==> src/verilog/issue_pkg.sv <==
// sizes are fixed for one slice of 4 warps; IBUF_DEPTH must stay a power of two
package issue_pkg;

    // warps served by this slice
    localparam int NUM_WARPS = 4;
    localparam int NW_BITS = 2;

    // architectural registers per warp, register 0 reads as zero
    localparam int NUM_REGS = 32;
    localparam int REG_BITS = 5;

    localparam int XLEN = 32;
    localparam int PC_BITS = 32;

    // per-warp instruction buffer entries and the width of its pointers
    localparam int IBUF_DEPTH = 2;
    localparam int IBUF_BITS = 1;

    // one dispatch output per execution type
    localparam int NUM_EX_UNITS = 2;

    // execution type also serves as the dispatch output index
    typedef enum logic [0:0] {
        EX_ALU = 1'b0,
        EX_LSU = 1'b1
    } ex_type_t;

    // passed through the stage untouched
    typedef enum logic [1:0] {
        OP_ADD = 2'd0,
        OP_SUB = 2'd1,
        OP_AND = 2'd2,
        OP_XOR = 2'd3
    } op_type_t;

endpackage

==> src/verilog/dispatcher.sv <==
// each unit holds one instruction; a full unit stalls only instructions of its own ex_type
module dispatcher import issue_pkg::*; (
    input  logic                clk,
    input  logic                reset,

    input  logic                opd_valid,
    output logic                opd_ready,
    input  logic [NW_BITS-1:0]  opd_wid,
    input  logic [PC_BITS-1:0]  opd_pc,
    input  ex_type_t            opd_ex_type,
    input  op_type_t            opd_op_type,
    input  logic                opd_wb,
    input  logic [REG_BITS-1:0] opd_rd,
    input  logic [XLEN-1:0]     opd_rs1_data,
    input  logic [XLEN-1:0]     opd_rs2_data,

    output logic                dispatch_valid    [NUM_EX_UNITS],
    input  logic                dispatch_ready    [NUM_EX_UNITS],
    output logic [NW_BITS-1:0]  dispatch_wid      [NUM_EX_UNITS],
    output logic [PC_BITS-1:0]  dispatch_pc       [NUM_EX_UNITS],
    output op_type_t            dispatch_op_type  [NUM_EX_UNITS],
    output logic                dispatch_wb       [NUM_EX_UNITS],
    output logic [REG_BITS-1:0] dispatch_rd       [NUM_EX_UNITS],
    output logic [XLEN-1:0]     dispatch_rs1_data [NUM_EX_UNITS],
    output logic [XLEN-1:0]     dispatch_rs2_data [NUM_EX_UNITS]
);
    logic full [NUM_EX_UNITS];
    logic load [NUM_EX_UNITS];

    // the target unit can take a new entry when empty or draining this cycle
    assign opd_ready = !full[opd_ex_type] || dispatch_ready[opd_ex_type];

    for (genvar u = 0; u < NUM_EX_UNITS; u++) begin : g_unit
        assign load[u] = opd_valid && opd_ready && (opd_ex_type == ex_type_t'(u));
        assign dispatch_valid[u] = full[u];

        always_ff @(posedge clk) begin
            if (reset) begin
                full[u] <= 1'b0;
            end else if (load[u]) begin
                full[u] <= 1'b1;
            end else if (dispatch_ready[u]) begin
                full[u] <= 1'b0;
            end
        end

        always_ff @(posedge clk) begin
            if (load[u]) begin
                dispatch_wid[u]      <= opd_wid;
                dispatch_pc[u]       <= opd_pc;
                dispatch_op_type[u]  <= opd_op_type;
                dispatch_wb[u]       <= opd_wb;
                dispatch_rd[u]       <= opd_rd;
                dispatch_rs1_data[u] <= opd_rs1_data;
                dispatch_rs2_data[u] <= opd_rs2_data;
            end
        end
    end

endmodule

==> config.mk <==
export PLATFORM = sky130hd
export DESIGN_NAME = dispatcher
export DESIGN_NICKNAME = d
export VERILOG_FILES = /design/src/verilog/issue_pkg.sv /design/src/verilog/dispatcher.sv
export SDC_FILE = /design/constraint.sdc
export NUM_CORES = 1
export LEC_CHECK = 0
export CAP_MARGIN = 10
export CORE_ASPECT_RATIO = 1.25
export CORE_MARGIN = 8
export CORE_UTILIZATION = 45
export CTS_CLUSTER_SIZE = 12
export DETAILED_ROUTE_END_ITERATION = 12
export DONT_BUFFER_PORTS = 1
export PLACE_DENSITY = 0.72
export SYNTH_ARGS = -nofsm -noshare
export SYNTH_HDL_FRONTEND = slang
export SYNTH_SLANG_ARGS = --single-unit
==> constraint.sdc <==
create_clock -name clk -period 12.6 [get_ports clk]
set_clock_uncertainty 0.1 [all_clocks]
set_input_delay 3.15 -clock clk [delete_from_list [all_inputs] [get_ports clk]]
set_output_delay 3.15 -clock clk [all_outputs]
set_load 0.005 [all_outputs]
# == Yosys cells after proc, flatten, opt, wreduce, memory -nomap -nowiden ==
# Memories as Yosys holds them, arrays and structs flattened.
# Cells that the tools add are included.
# totals
reg_bits,212
ram_bits,2
input_bits,112
wordCells,50
mem_count,1
# classes
n_lt_le_gt_ge,1
muxes,23
n_bitwise,6
reduce_logical,5
# memory_table
name,words,width,rd,rd_ports_with_merged_regs,write_ports,line_no,text
full,2,1,3,0,2,dispatcher.sv:27,logic full [NUM_EX_UNITS];
# ops
cell,n
$mux 1,23
$or 1x1->1,4
$logic_and 1x1->1,3
$ge 2x2->1 const B,1
$not 1->2,1
$logic_not 1->1,1
$logic_or 1x1->1,1
$not 1->1,1

# == Depth between registers and ports, before layout ==
# logic_depth
word_depth,12
depth_mapped,2
mapped_depth_nobuf,2

# == Worst setup path before layout ==
# OpenSTA, ideal clock, no wires.
# synth_path
kind,input to register
startpoint,in opd_ex_type
endpoint,reg dispatch_op_type[2] (netlist bit) (enable)
setup_time_ps,572
arrival_time_ps,7720
setup_slack_ps,4207
stages,2
path_buffers,0
cell_sequence,nand2b_4 -> nor2_1
# synth_lines
element,line_no,text
"start, declared",dispatcher.sv:10,"input ex_type_t opd_ex_type,"
"end signal, assigned by index",dispatcher.sv:51,dispatch_op_type[u] <= opd_op_type;
"end, declared",dispatcher.sv:21,"output op_type_t dispatch_op_type [NUM_EX_UNITS],"

# == Final worst setup path ==
# layout_path
startpoint,in dispatch_ready[0] (netlist bit)
endpoint,out opd_ready
# layout_via
elab_chain_len,4
# layout_rtl
element,line_no,text
"start, declared",dispatcher.sv:18,"input logic dispatch_ready [NUM_EX_UNITS],"
$mux 1 (not written as such) (3 in a row),dispatcher.sv:31,assign opd_ready = !full[opd_ex_type] || dispatch_ready[opd_ex_type];
$logic_or 1x1->1,dispatcher.sv:31,
"end, declared",dispatcher.sv:7,"output logic opd_ready,"
# No other way between the ends. The select of a mux whose other input is x is not followed.

==> impl_results.md <==
* Mapped Area at 6550 sq um
* Pwr/cell area at 187 nW/um^2
* Initial antenna violation count at 1
* Setup TNS at 0 ps
* CTS root buffer: clkbuf_16
* Max Cap Violations at 0
* Overall power at 1370 uW
* Final count of pins violating max slew at 0
* Seq pwr share at 61.4%
* Max clock buf depth at 3
* Starting Density at 45.8%
* Design area at 7350 sq um
* Clk Latency, worst-skew pair at 490 ps
* FMAX at 0.150 GHz
* Post-CTS Resized at 0
* Syn Nets at 341
* N_diodes at 0
* # H-tree levels at 1
* Final nets at 366
* WS Path Type: primary input to output pin
* Hold-fix buffers, CTS at 0
* Fill cell count at 1054
* Synth area leader: edfxtp_1
* FP Rows at 49
* Count of boundary I/O pins at 327
* CP required at 9350 ps
* Hold crit path type: flip-flop to flip-flop
* Setup violators final at 0
* Worst Tran Pin Value at 833 ps
* Routability cong. at 0.676
* Leakage Power at 0.00234 uW
* Worst Setup End Kind: output pin
* Vias in the first global route at 2532
* Share of layout cells above drive strength 1 at 13.8%
* Crit path DAT at 3430 ps
* Placed Cells at 408
* Post-CTS setup buffer count at 0
* Largest net degree at the start of global routing at 65
* Switching Fraction at 18.4%
* DR vias at 2353
* Combinational share of power at 1.4%
* TritonCTS Buffers at 21
* Chip width at 124 um
* Starting DRT DRC Count at 151
* Total track usage at 13.6%
* Cell Int Power at 1120 uW
* Clk slew on worst S/H paths at 60 ps
* Crit-path cells: nor2b_4 > mux2i_1
* Seq/Total Area, Yosys at 98.1%
* DP Area at 6790 sq um
* IO buf count at 0
* Crit path max-delay cell type: nor2b_4
* Status: completed
* Cells after Synth at 229
* Die area at 18700 sq um
* Peak supply drop at 0.160 mV
* CP peak stage delay at 140 ps
* Worst rel slew slack at 44.5%
* Finished Layout Cells at 432
* Fin crit share at 53.0%
* Clock group share of total power at 37.2%
* CP max FO at 3
* TritonCTS clock tree: done
* RSZ-0062 raised after global routing: no
* Die Y at 151 um
* Family with the most delay on the worst path: simple AND/OR/NAND/NOR gates
* Net switching power at 253 uW
* Yosys reg bits at 214
* Core area at 14300 sq um
* Tmin final at 6680 ps
* Yosys cell types at 10
* Post-Route WL at 14300 um
* Hold Violations, Final at 0
* HPWL after DPL at 10600 um
* Top post-synthesis cells by area: edfxtp_1, nor2b_4, nor3_2
* Worst setup SP type: primary input
* P&R area growth vs syn at 12.3%
* Via/cell ratio at 5.45
* Average wire per standard cell at 33.0 um
* Detail Route Antenna Nets at 0
* Grt ovf at 0
* Buf/Inv on CP at 0
* Residual DRC at 0
* Clock Sinks at 214
* Synth top area share at 98.1%
* First-pass GRT wire length at 18100 um
* Average size of a mapped cell at 28.6 sq um
* Iteration count of the initial detailed-routing pass at 4
* Synth warn at 0
* Final core utilization at 51.5%
==> placed cells by master, fill, tap and decap left out <==
| cell | n |
|---|---|
| edfxtp_1 | 214 |
| clkbuf_16 | 21 |
| buf_4 | 3 |
| nor2b_4 | 2 |
| nor2_4 | 2 |
| nor2_1 | 2 |
| nor3_2 | 2 |
| mux2i_1 | 1 |
| nand2_2 | 1 |
| o21ai_1 | 1 |
| nand2b_4 | 1 |
| o21ai_2 | 1 |
| inv_6 | 1 |
| clkinv_1 | 1 |
| buf_12 | 1 |
==> sequential cells by signal, summed over array words and instances (netlist names) <==
name               count
full                   2
dispatch_op_type       4
dispatch_wb            2
dispatch_rs2_data     64
dispatch_rd           10
dispatch_wid           4
dispatch_pc           64
dispatch_rs1_data     64
==> layer usage <==
layer | global-route usage, % | part of all wire, % | vias up
met1 | 11.8 | 28 | 1169
met2 | 24.4 | 54 | 197
li1 | - | - | 955
met3 | 8.36 | 15 | 30
met4 | 5.31 | 2.6 | 2
met5 | 0 | 0.091 | -
==> stage by stage <==
step | hold WS [ps] | worst slack [ps]
3_3_place_gp | 546 | 5910
2_1_floorplan | 482 | 4210
4_1_cts | 566 | 5900
5_1_grt | 597 | 5900
6_report | 556 | 5920
3_5_place_dp | 545 | 5900
==> Yosys cell counts <==
library cell	instances
nand2b_4	1
buf_4	2
o21ai_2	1
edfxtp_1	214
nand2_2	1
nor3_2	2
nor2b_4	2
mux2i_1	1
nor2_1	4
o21ai_1	1
==> worst reg2reg max path, stage by stage, from the launching register on <==
cell      delay (ps)
edfxtp_1         450
nor2b_4          180
nor2_4            90
buf_4            480
buf_4            700
==> logic make-up (layout without fill, tap and decap cells) <==
family          Yosys count  after routing  synth area share [%]
simple gates             10             10                  1.26
buf+inv                   2             27                 0.229
compound gates            2              2                 0.210
flops                   214            214                  98.1
mux                       1              1                 0.153
==> final timing paths <==
path                          start                    end  slack, ps  depth (start not counted)
setup / recovery  dispatch_ready[0]              opd_ready       5920                          2
hold / removal              full[0]                full[0]        560                          1
setup reg to reg            full[1]  dispatch_rs2_data[16]      10170                          4
hold reg to reg             full[0]                full[0]        560                          1
==> power by group through the flow <==
stage,sequential [uW],clock [uW],combinational [uW]
after floorplan,854,0,13.5
after global placement,859,0,18.9
after detailed placement,860,0,19.2
after CTS,845,527,19.4
after global routing,846,551,21.2
final,843,512,19.3
==> cell type report <==
class | count | area [sq um] | area share (%)
Timing Repair Buffer | 4 | 42.5 | 0.579
Sequential cell | 214 | 6430 | 87.4
Clock inverter | 2 | 12.5 | 0.170
Clock buffer | 21 | 526 | 7.15
Tap cell | 178 | 223 | 3.03
Multi-Input combinational cell | 13 | 121 | 1.65
Note: power is estimated with default switching activity, not from simulation.
