===== src/verilog/issue_pkg.sv =====
// sizes are fixed for one slice of 4 warps; IBUF_DEPTH must stay a power of two
package issue_pkg;

    // warps served by this slice
    localparam int NUM_WARPS = 4;
    localparam int NW_BITS = 2;

    // architectural registers per warp, register 0 reads as zero
    localparam int NUM_REGS = 32;
    localparam int REG_BITS = 5;

    localparam int XLEN = 32;
    localparam int PC_BITS = 32;

    // per-warp instruction buffer entries and the width of its pointers
    localparam int IBUF_DEPTH = 2;
    localparam int IBUF_BITS = 1;

    // one dispatch output per execution type
    localparam int NUM_EX_UNITS = 2;

    // execution type also serves as the dispatch output index
    typedef enum logic [0:0] {
        EX_ALU = 1'b0,
        EX_LSU = 1'b1
    } ex_type_t;

    // passed through the stage untouched
    typedef enum logic [1:0] {
        OP_ADD = 2'd0,
        OP_SUB = 2'd1,
        OP_AND = 2'd2,
        OP_XOR = 2'd3
    } op_type_t;

endpackage


===== src/verilog/ibuffer.sv =====
// one FIFO of IBUF_DEPTH entries per warp; pointers wrap by overflow, so the depth is a power of two
module ibuffer import issue_pkg::*; (
    input  logic                clk,
    input  logic                reset,

    input  logic                decode_valid,
    output logic                decode_ready,
    input  logic [NW_BITS-1:0]  decode_wid,
    input  logic [PC_BITS-1:0]  decode_pc,
    input  ex_type_t            decode_ex_type,
    input  op_type_t            decode_op_type,
    input  logic                decode_wb,
    input  logic [REG_BITS-1:0] decode_rd,
    input  logic [REG_BITS-1:0] decode_rs1,
    input  logic [REG_BITS-1:0] decode_rs2,

    output logic                ibuf_valid   [NUM_WARPS],
    input  logic                ibuf_ready   [NUM_WARPS],
    output logic [PC_BITS-1:0]  ibuf_pc      [NUM_WARPS],
    output ex_type_t            ibuf_ex_type [NUM_WARPS],
    output op_type_t            ibuf_op_type [NUM_WARPS],
    output logic                ibuf_wb      [NUM_WARPS],
    output logic [REG_BITS-1:0] ibuf_rd      [NUM_WARPS],
    output logic [REG_BITS-1:0] ibuf_rs1     [NUM_WARPS],
    output logic [REG_BITS-1:0] ibuf_rs2     [NUM_WARPS]
);
    logic [IBUF_BITS:0]   count  [NUM_WARPS];
    logic [IBUF_BITS-1:0] rd_ptr [NUM_WARPS];
    logic [IBUF_BITS-1:0] wr_ptr [NUM_WARPS];

    // entry storage, indexed by warp then slot
    logic [PC_BITS-1:0]  mem_pc      [NUM_WARPS][IBUF_DEPTH];
    ex_type_t            mem_ex_type [NUM_WARPS][IBUF_DEPTH];
    op_type_t            mem_op_type [NUM_WARPS][IBUF_DEPTH];
    logic                mem_wb      [NUM_WARPS][IBUF_DEPTH];
    logic [REG_BITS-1:0] mem_rd      [NUM_WARPS][IBUF_DEPTH];
    logic [REG_BITS-1:0] mem_rs1     [NUM_WARPS][IBUF_DEPTH];
    logic [REG_BITS-1:0] mem_rs2     [NUM_WARPS][IBUF_DEPTH];

    // only the addressed warp's occupancy matters for accepting a decode
    assign decode_ready = (count[decode_wid] != (IBUF_BITS + 1)'(IBUF_DEPTH));

    for (genvar w = 0; w < NUM_WARPS; w++) begin : g_warp
        logic push;
        logic pop;

        assign push = decode_valid && decode_ready && (decode_wid == NW_BITS'(w));
        assign pop  = ibuf_valid[w] && ibuf_ready[w];

        always_ff @(posedge clk) begin
            if (reset) begin
                count[w]  <= '0;
                rd_ptr[w] <= '0;
                wr_ptr[w] <= '0;
            end else begin
                if (push) begin
                    wr_ptr[w] <= wr_ptr[w] + 1'b1;
                end
                if (pop) begin
                    rd_ptr[w] <= rd_ptr[w] + 1'b1;
                end
                if (push && !pop) begin
                    count[w] <= count[w] + 1'b1;
                end else if (pop && !push) begin
                    count[w] <= count[w] - 1'b1;
                end
            end
        end

        always_ff @(posedge clk) begin
            if (push) begin
                mem_pc[w][wr_ptr[w]]      <= decode_pc;
                mem_ex_type[w][wr_ptr[w]] <= decode_ex_type;
                mem_op_type[w][wr_ptr[w]] <= decode_op_type;
                mem_wb[w][wr_ptr[w]]      <= decode_wb;
                mem_rd[w][wr_ptr[w]]      <= decode_rd;
                mem_rs1[w][wr_ptr[w]]     <= decode_rs1;
                mem_rs2[w][wr_ptr[w]]     <= decode_rs2;
            end
        end

        // the oldest entry is presented as the warp head
        assign ibuf_valid[w]   = (count[w] != '0);
        assign ibuf_pc[w]      = mem_pc[w][rd_ptr[w]];
        assign ibuf_ex_type[w] = mem_ex_type[w][rd_ptr[w]];
        assign ibuf_op_type[w] = mem_op_type[w][rd_ptr[w]];
        assign ibuf_wb[w]      = mem_wb[w][rd_ptr[w]];
        assign ibuf_rd[w]      = mem_rd[w][rd_ptr[w]];
        assign ibuf_rs1[w]     = mem_rs1[w][rd_ptr[w]];
        assign ibuf_rs2[w]     = mem_rs2[w][rd_ptr[w]];
    end

endmodule


===== config.mk =====
export PLATFORM = sky130hd
export DESIGN_NAME = ibuffer
export DESIGN_NICKNAME = d
export VERILOG_FILES = /design/src/verilog/issue_pkg.sv /design/src/verilog/ibuffer.sv
export SDC_FILE = /design/constraint.sdc
export NUM_CORES = 1
export LEC_CHECK = 0
export BUFFER_PORTS_ARGS = -buffer_cell sky130_fd_sc_hd__buf_2
export CORE_MARGIN = 3
export CORE_UTILIZATION = 56
export CTS_CLUSTER_SIZE = 40
export DETAILED_ROUTE_END_ITERATION = 12
export PLACE_DENSITY = 0.89
export SETUP_SLACK_MARGIN = 0.02
export SLEW_MARGIN = 30
export SYNTH_ARGS = -nofsm -noshare
export SYNTH_HDL_FRONTEND = slang
export SYNTH_SLANG_ARGS = --single-unit

===== constraint.sdc =====
create_clock -name clk -period 5.2 [get_ports clk]
set_input_delay 1.04 -clock clk [delete_from_list [all_inputs] [get_ports clk]]
set_output_delay 1.04 -clock clk [all_outputs]
set_load 0.03 [all_outputs]

* After elaboration in Yosys (flattened, before gate mapping)
Memories as Yosys holds them, arrays and structs flattened.
Cells that the tools add are included.
** Operators by class
- Muxes and demuxes :: 265
- Order comparisons :: 12
- Equality and inequality tests :: 4
- Add/sub/neg operators :: 16
- Reductions and logical operators :: 55
- Bitwise operators :: 24
** Operators with widths (count)
- 2-to-1 mux 64 bit :: 10
- 2-to-1 mux 32 bit :: 16
- 2-to-1 mux 10 bit :: 22
- 2-to-1 mux 5 bit :: 40
- OR reduction 64 bit :: 3
- demux 32 bit (select 1 bit) :: 4
- 2-to-1 mux 2 bit :: 61
- 2-to-1 mux 1 bit :: 90
- OR reduction 10 bit :: 9
- 2-to-1 mux 4 bit :: 10
- logical AND 1 bit :: 21
- demux 5 bit (select 1 bit) :: 4
- >= comparator 2 bit, second input constant :: 8
- NOT 1 -> 2 bit :: 8
- bitwise OR 1 bit :: 16
- OR reduction 2 bit :: 6
- OR reduction 4 bit :: 3
- adder 1 bit, second input constant :: 8
- adder 2 x 1 -> 2 bit, second input constant :: 4
- demux 2 bit (select 1 bit) :: 4
- zero test 1 bit :: 8
- less-than comparator 2 x 1 -> 1 bit, second input constant :: 4
- nonzero test 2 bit :: 4
- subtractor 2 x 1 -> 2 bit, second input constant :: 4
- 5 further kinds :: 9
** Word-level totals
- Output and inout port bits :: 209
- Logic and storage cells :: 386
- Memories :: 10
- Bits in writable memories :: 424
- Input port bits :: 60
- Flip-flop bits (word level) :: 0
** Memory list
- mem_pc :: depth 4, bits a word 64, read ports 4, clocked after Yosys merged registers in 0, write ports 1, line ibuffer.sv:32 : logic [PC_BITS-1:0] mem_pc [NUM_WARPS][IBUF_DEPTH];
- mem_rd :: depth 4, bits a word 10, read ports 4, clocked after Yosys merged registers in 0, write ports 1, line ibuffer.sv:36 : logic [REG_BITS-1:0] mem_rd [NUM_WARPS][IBUF_DEPTH];
- mem_rs1 :: depth 4, bits a word 10, read ports 4, clocked after Yosys merged registers in 0, write ports 1, line ibuffer.sv:37 : logic [REG_BITS-1:0] mem_rs1 [NUM_WARPS][IBUF_DEPTH];
- mem_rs2 :: depth 4, bits a word 10, read ports 4, clocked after Yosys merged registers in 0, write ports 1, line ibuffer.sv:38 : logic [REG_BITS-1:0] mem_rs2 [NUM_WARPS][IBUF_DEPTH];
- mem_op_type :: depth 4, bits a word 4, read ports 4, clocked after Yosys merged registers in 0, write ports 1, line ibuffer.sv:34 : op_type_t mem_op_type [NUM_WARPS][IBUF_DEPTH];
- count :: depth 4, bits a word 2, read ports 5, clocked after Yosys merged registers in 0, write ports 4, line ibuffer.sv:27 : logic [IBUF_BITS:0] count [NUM_WARPS];
- 4 more memories

* Longest topological paths before layout
An unclocked memory read counts as a cell.
- Word-level depth :: 11
- Gate-level depth with buffers :: 5
- Depth with buffers taken out :: 5

* Worst setup path after synthesis
Ideal clock, no wire load.
- Path kind :: input to register
- From :: input decode_wid[1]
- To :: memory mem_ex_type[0][1] (netlist bit) (enable)
- Library setup time :: 0.460 ns
- Required time :: 4.740 ns
- Path buffers :: 1
- Stages :: 4
- Path slack :: 1.060 ns
- Data arrival time :: 3.680 ns
- Cell sequence :: buf_4 -> nor3b_2 -> nand2_2 -> nor2_1
** Between the ends
- Cells in the longest elaborated chain, start to end :: 10
- Elaborated cells between the ends (all ways) :: 28
- Classes of those cells :: 4 x eq/ne; 14 x mux; 9 x reduce/logical; 1 x memory
** Ends and longest elaborated chain
- from (decl) :: line ibuffer.sv:8 : input logic [NW_BITS-1:0] decode_wid,
- memory (4 x 2 bit)
- inequality test 2 bit :: line ibuffer.sv:41 : assign decode_ready = (count[decode_wid] != (IBUF_BITS + 1)'(IBUF_DEPTH));
- logical AND 1 bit (2 in series) :: line ibuffer.sv:47 : assign push = decode_valid && decode_ready && (decode_wid == NW_BITS'(w));
- 2-to-1 mux 1 bit :: line ibuffer.sv:71 : if (push) begin
- 2-to-1 mux 2 bit (not written as such) :: line ibuffer.sv:73 : mem_ex_type[w][wr_ptr[w]] <= decode_ex_type;
- OR reduction 2 bit (no source line)
- 2-to-1 mux 2 bit (no source line) (3 in series)
- to (decl) :: line ibuffer.sv:33 : ex_type_t mem_ex_type [NUM_WARPS][IBUF_DEPTH];
Several ways; a longest one is shown, not always the timed one.

==> qor.csv <==
metric;value;unit
synth-main-ff-cell;edfxtp_1;
slowest_delay;0.89;ns
period_share;71.10;%
die-area;30280;um^2
syn_area_per_cell;21.08;um^2
postCtsResizedCells;0;
fp.dieH;174.0;um
io_buffer_count;268;
firstDrtPassIters;5;
clkSinkCount;424;
die_w;174.0;um
period_minus_slack;3.697;ns
power_switching;0.001813;W
yosys.area_share.xor_xnor;0;%
fin_tns_setup;0;ns
synthAdderAreaFrac;0.2374;%
clockRootBuffer;clkbuf_16;
hold_viol;0;
ctsLongestPathBuffers;3;
wl_per_cell;23.44;um
yosys.area.top_type;edfxtp_1;
ys_warn_count;0;
syn_area;15810;um^2
grt_start_max_net_pins;46;
layout.cells.non_filler;1451;
numCtsBuffers;42;
synth_edf_count;424;
drt_iter0_drc;678;
rsz0062_at_grt;false;
path_cells;buf_4 -> mux2_2 -> buf_2;
fin_nets;1113;
final_area;19030;um^2
synth_top_family_by_area;multiplexers;
power.total;0.007662;W
antenna_found_initial;1;
synth_top_area_share;80.53;%
grt_pass1_vias;8703;
area_growth;20.35;%
cap_violations;0;
synth_cells;750;
crit_start;rd_ptr[2];
rows;60;
critPathRequiredTime;4.16;ns
wirelength;34010;um
tightestPinTransition;0.9642;ns
gr-usage-all-layers;22.24;%
drc;0;
yosysMostFrequentCell;edfxtp_1;
slew_viol_final;0;
vias_per_cell;5.594;
core;27330;um^2
place_hpwl;21580;um
hold_path_class;reg2reg;
synthTopCellsByArea;edfxtp_1 (81%), mux2_2 (15%), buf_2 (0.82%), mux2i_1 (0.51%), nand2b_1 (0.44%);
p_leak;6.739;nW
crit_arrival;2.66;ns
worst_path_max_delay_cell;edfxtp_1;
fin_util;69.63;%
diodes;0;
vias;8117;
cts_setup_buffers;0;
finClkSkew;0.01755;ns
cts_tree;done;
r2r-start;count[2][1];
synth_cell_type_count;37;
critical_path_class;reg2out;
path_clk_slew;0.06;ns
synth_nets;813;
grt_pass1_wl;51390;um
end_kind;output port;
fmax;0.2705;GHz
synth-compound-area-share;0.2532;%
synth_top_cells_by_count;edfxtp_1 (424), mux2_2 (204), buf_2 (26);
clockPowerShare;38.1;%
ant_nets;0;
switching_share;23.66;%
hp-start;count[2][0];
cts_hold_buf;0;
ir_worst_vdd;0.3150;mV
gr-total-overflow;0;
synth_simple_gate_area_share;2.501;%
ys_ff_latch;424;
synth_mux_area_share;15.27;%
power_density;402.7;nW/um^2
htreeDepth;2;
synthArstFlopShare;0;%
cp_max_fo;36;
clk_latency;0.52;ns
p_seq_share;50.8;%
seq_area_frac_synth;80.53;%
finalSetupViolations;0;
dpl_cell_area;17660;um^2
status;finished, final reports clean;
drive_gt1_share;52.55;%
start_kind;flip-flop;
timing.slew.headroom;35.23;%
p_int;0.005849;W
place.gp.congestion;0.7557;
combPwrFrac;11.1;%
place_inst;1377;
io_pins;269;
start_util;57.86;%
==> layout make-up <==
class                           count  area (um^2)
Timing Repair Buffer              284         1514
Fill cell                        1734         8298
Multi-Input combinational cell    285         2935
Sequential cell                   424        12730
Inverter                           13        48.80
Clock buffer                       49         1099
Tap cell                          372        465.4
Clock inverter                     24        234.0
==> cells by family after synthesis <==
| kind of cell | Yosys count |
|---|---|
| DFF | 424 |
| buffers and inverters | 41 |
| adders and majority gates | 3 |
| muxes | 214 |
| AOI/OAI and AO/OA | 7 |
| and+or+nand+nor | 61 |
==> flip-flops by register name, indices dropped and copies added (netlist names), 8 cells and up <==
register and cells:
count 8, mem_rs1 40, mem_ex_type 8, mem_rd 40, mem_wb 8, mem_rs2 40
mem_pc 256, mem_op_type 16
==> layer usage <==
layer	global-route usage, %	wire (um)	vias to the layer above
li1	-	-	3554
met4	7.071	868	2
met1	28.86	13440	4152
met2	37.93	17310	342
met3	4.806	2378	67
met5	0	8	-
==> power by group through the flow <==
stage | Sequential (W) | Combinational, W | Clock [W]
global placement | 0.00397 | 0.000814 | 0
finish | 0.00389 | 0.000850 | 0.00292
floorplan | 0.00395 | 0.000574 | 0
detailed placement | 0.00397 | 0.000847 | 0
CTS | 0.00389 | 0.000854 | 0.00296
global route | 0.00390 | 0.000895 | 0.00310
==> cell usage in the layout, fill, tap and decap left out, drive strengths merged, types with 3 or more instances in the layout <==
cell type,netlist,layout
a21oi,3,3
buf,27,284
bufinv,0,4
clkbuf,1,49
clkinv,0,14
clkinvlp,0,4
edfxtp,424,424
ha,3,3
inv,13,15
mux2,205,205
mux2i,8,8
nand2,6,6
nand2b,12,12
nand3b,3,3
nor2,11,11
nor3,8,8
or2,3,3
or3,3,3
==> path summary, 6_finish.rpt <==
check                                    end  cells after the start  slack, ns
worst max-delay path             ibuf_rs1[6]                      3       1.50
worst min-delay path             count[2][0]                      1       0.68
worst max register to register  mem_wb[2][1]                      4       2.71
worst min register to register   count[2][0]                      1       0.68
==> stage by stage <==
step	setup WS, ns	hold WS (ns)
4_1_cts	1.486	0.6800
5_1_grt	1.380	0.6804
3_3_place_gp	2.056	0.6376
2_1_floorplan	1.060	0.5567
6_report	1.503	0.6753
3_5_place_dp	1.955	0.6656
==> critical path, delay by kind of cell, from the launching register on <==
kind | cells | cell delay, ns
mux | 1 | 0.41
flops | 1 | 0.89
buf+inv | 2 | 0.82
No activity file was read; power rests on OpenSTA's default activity.
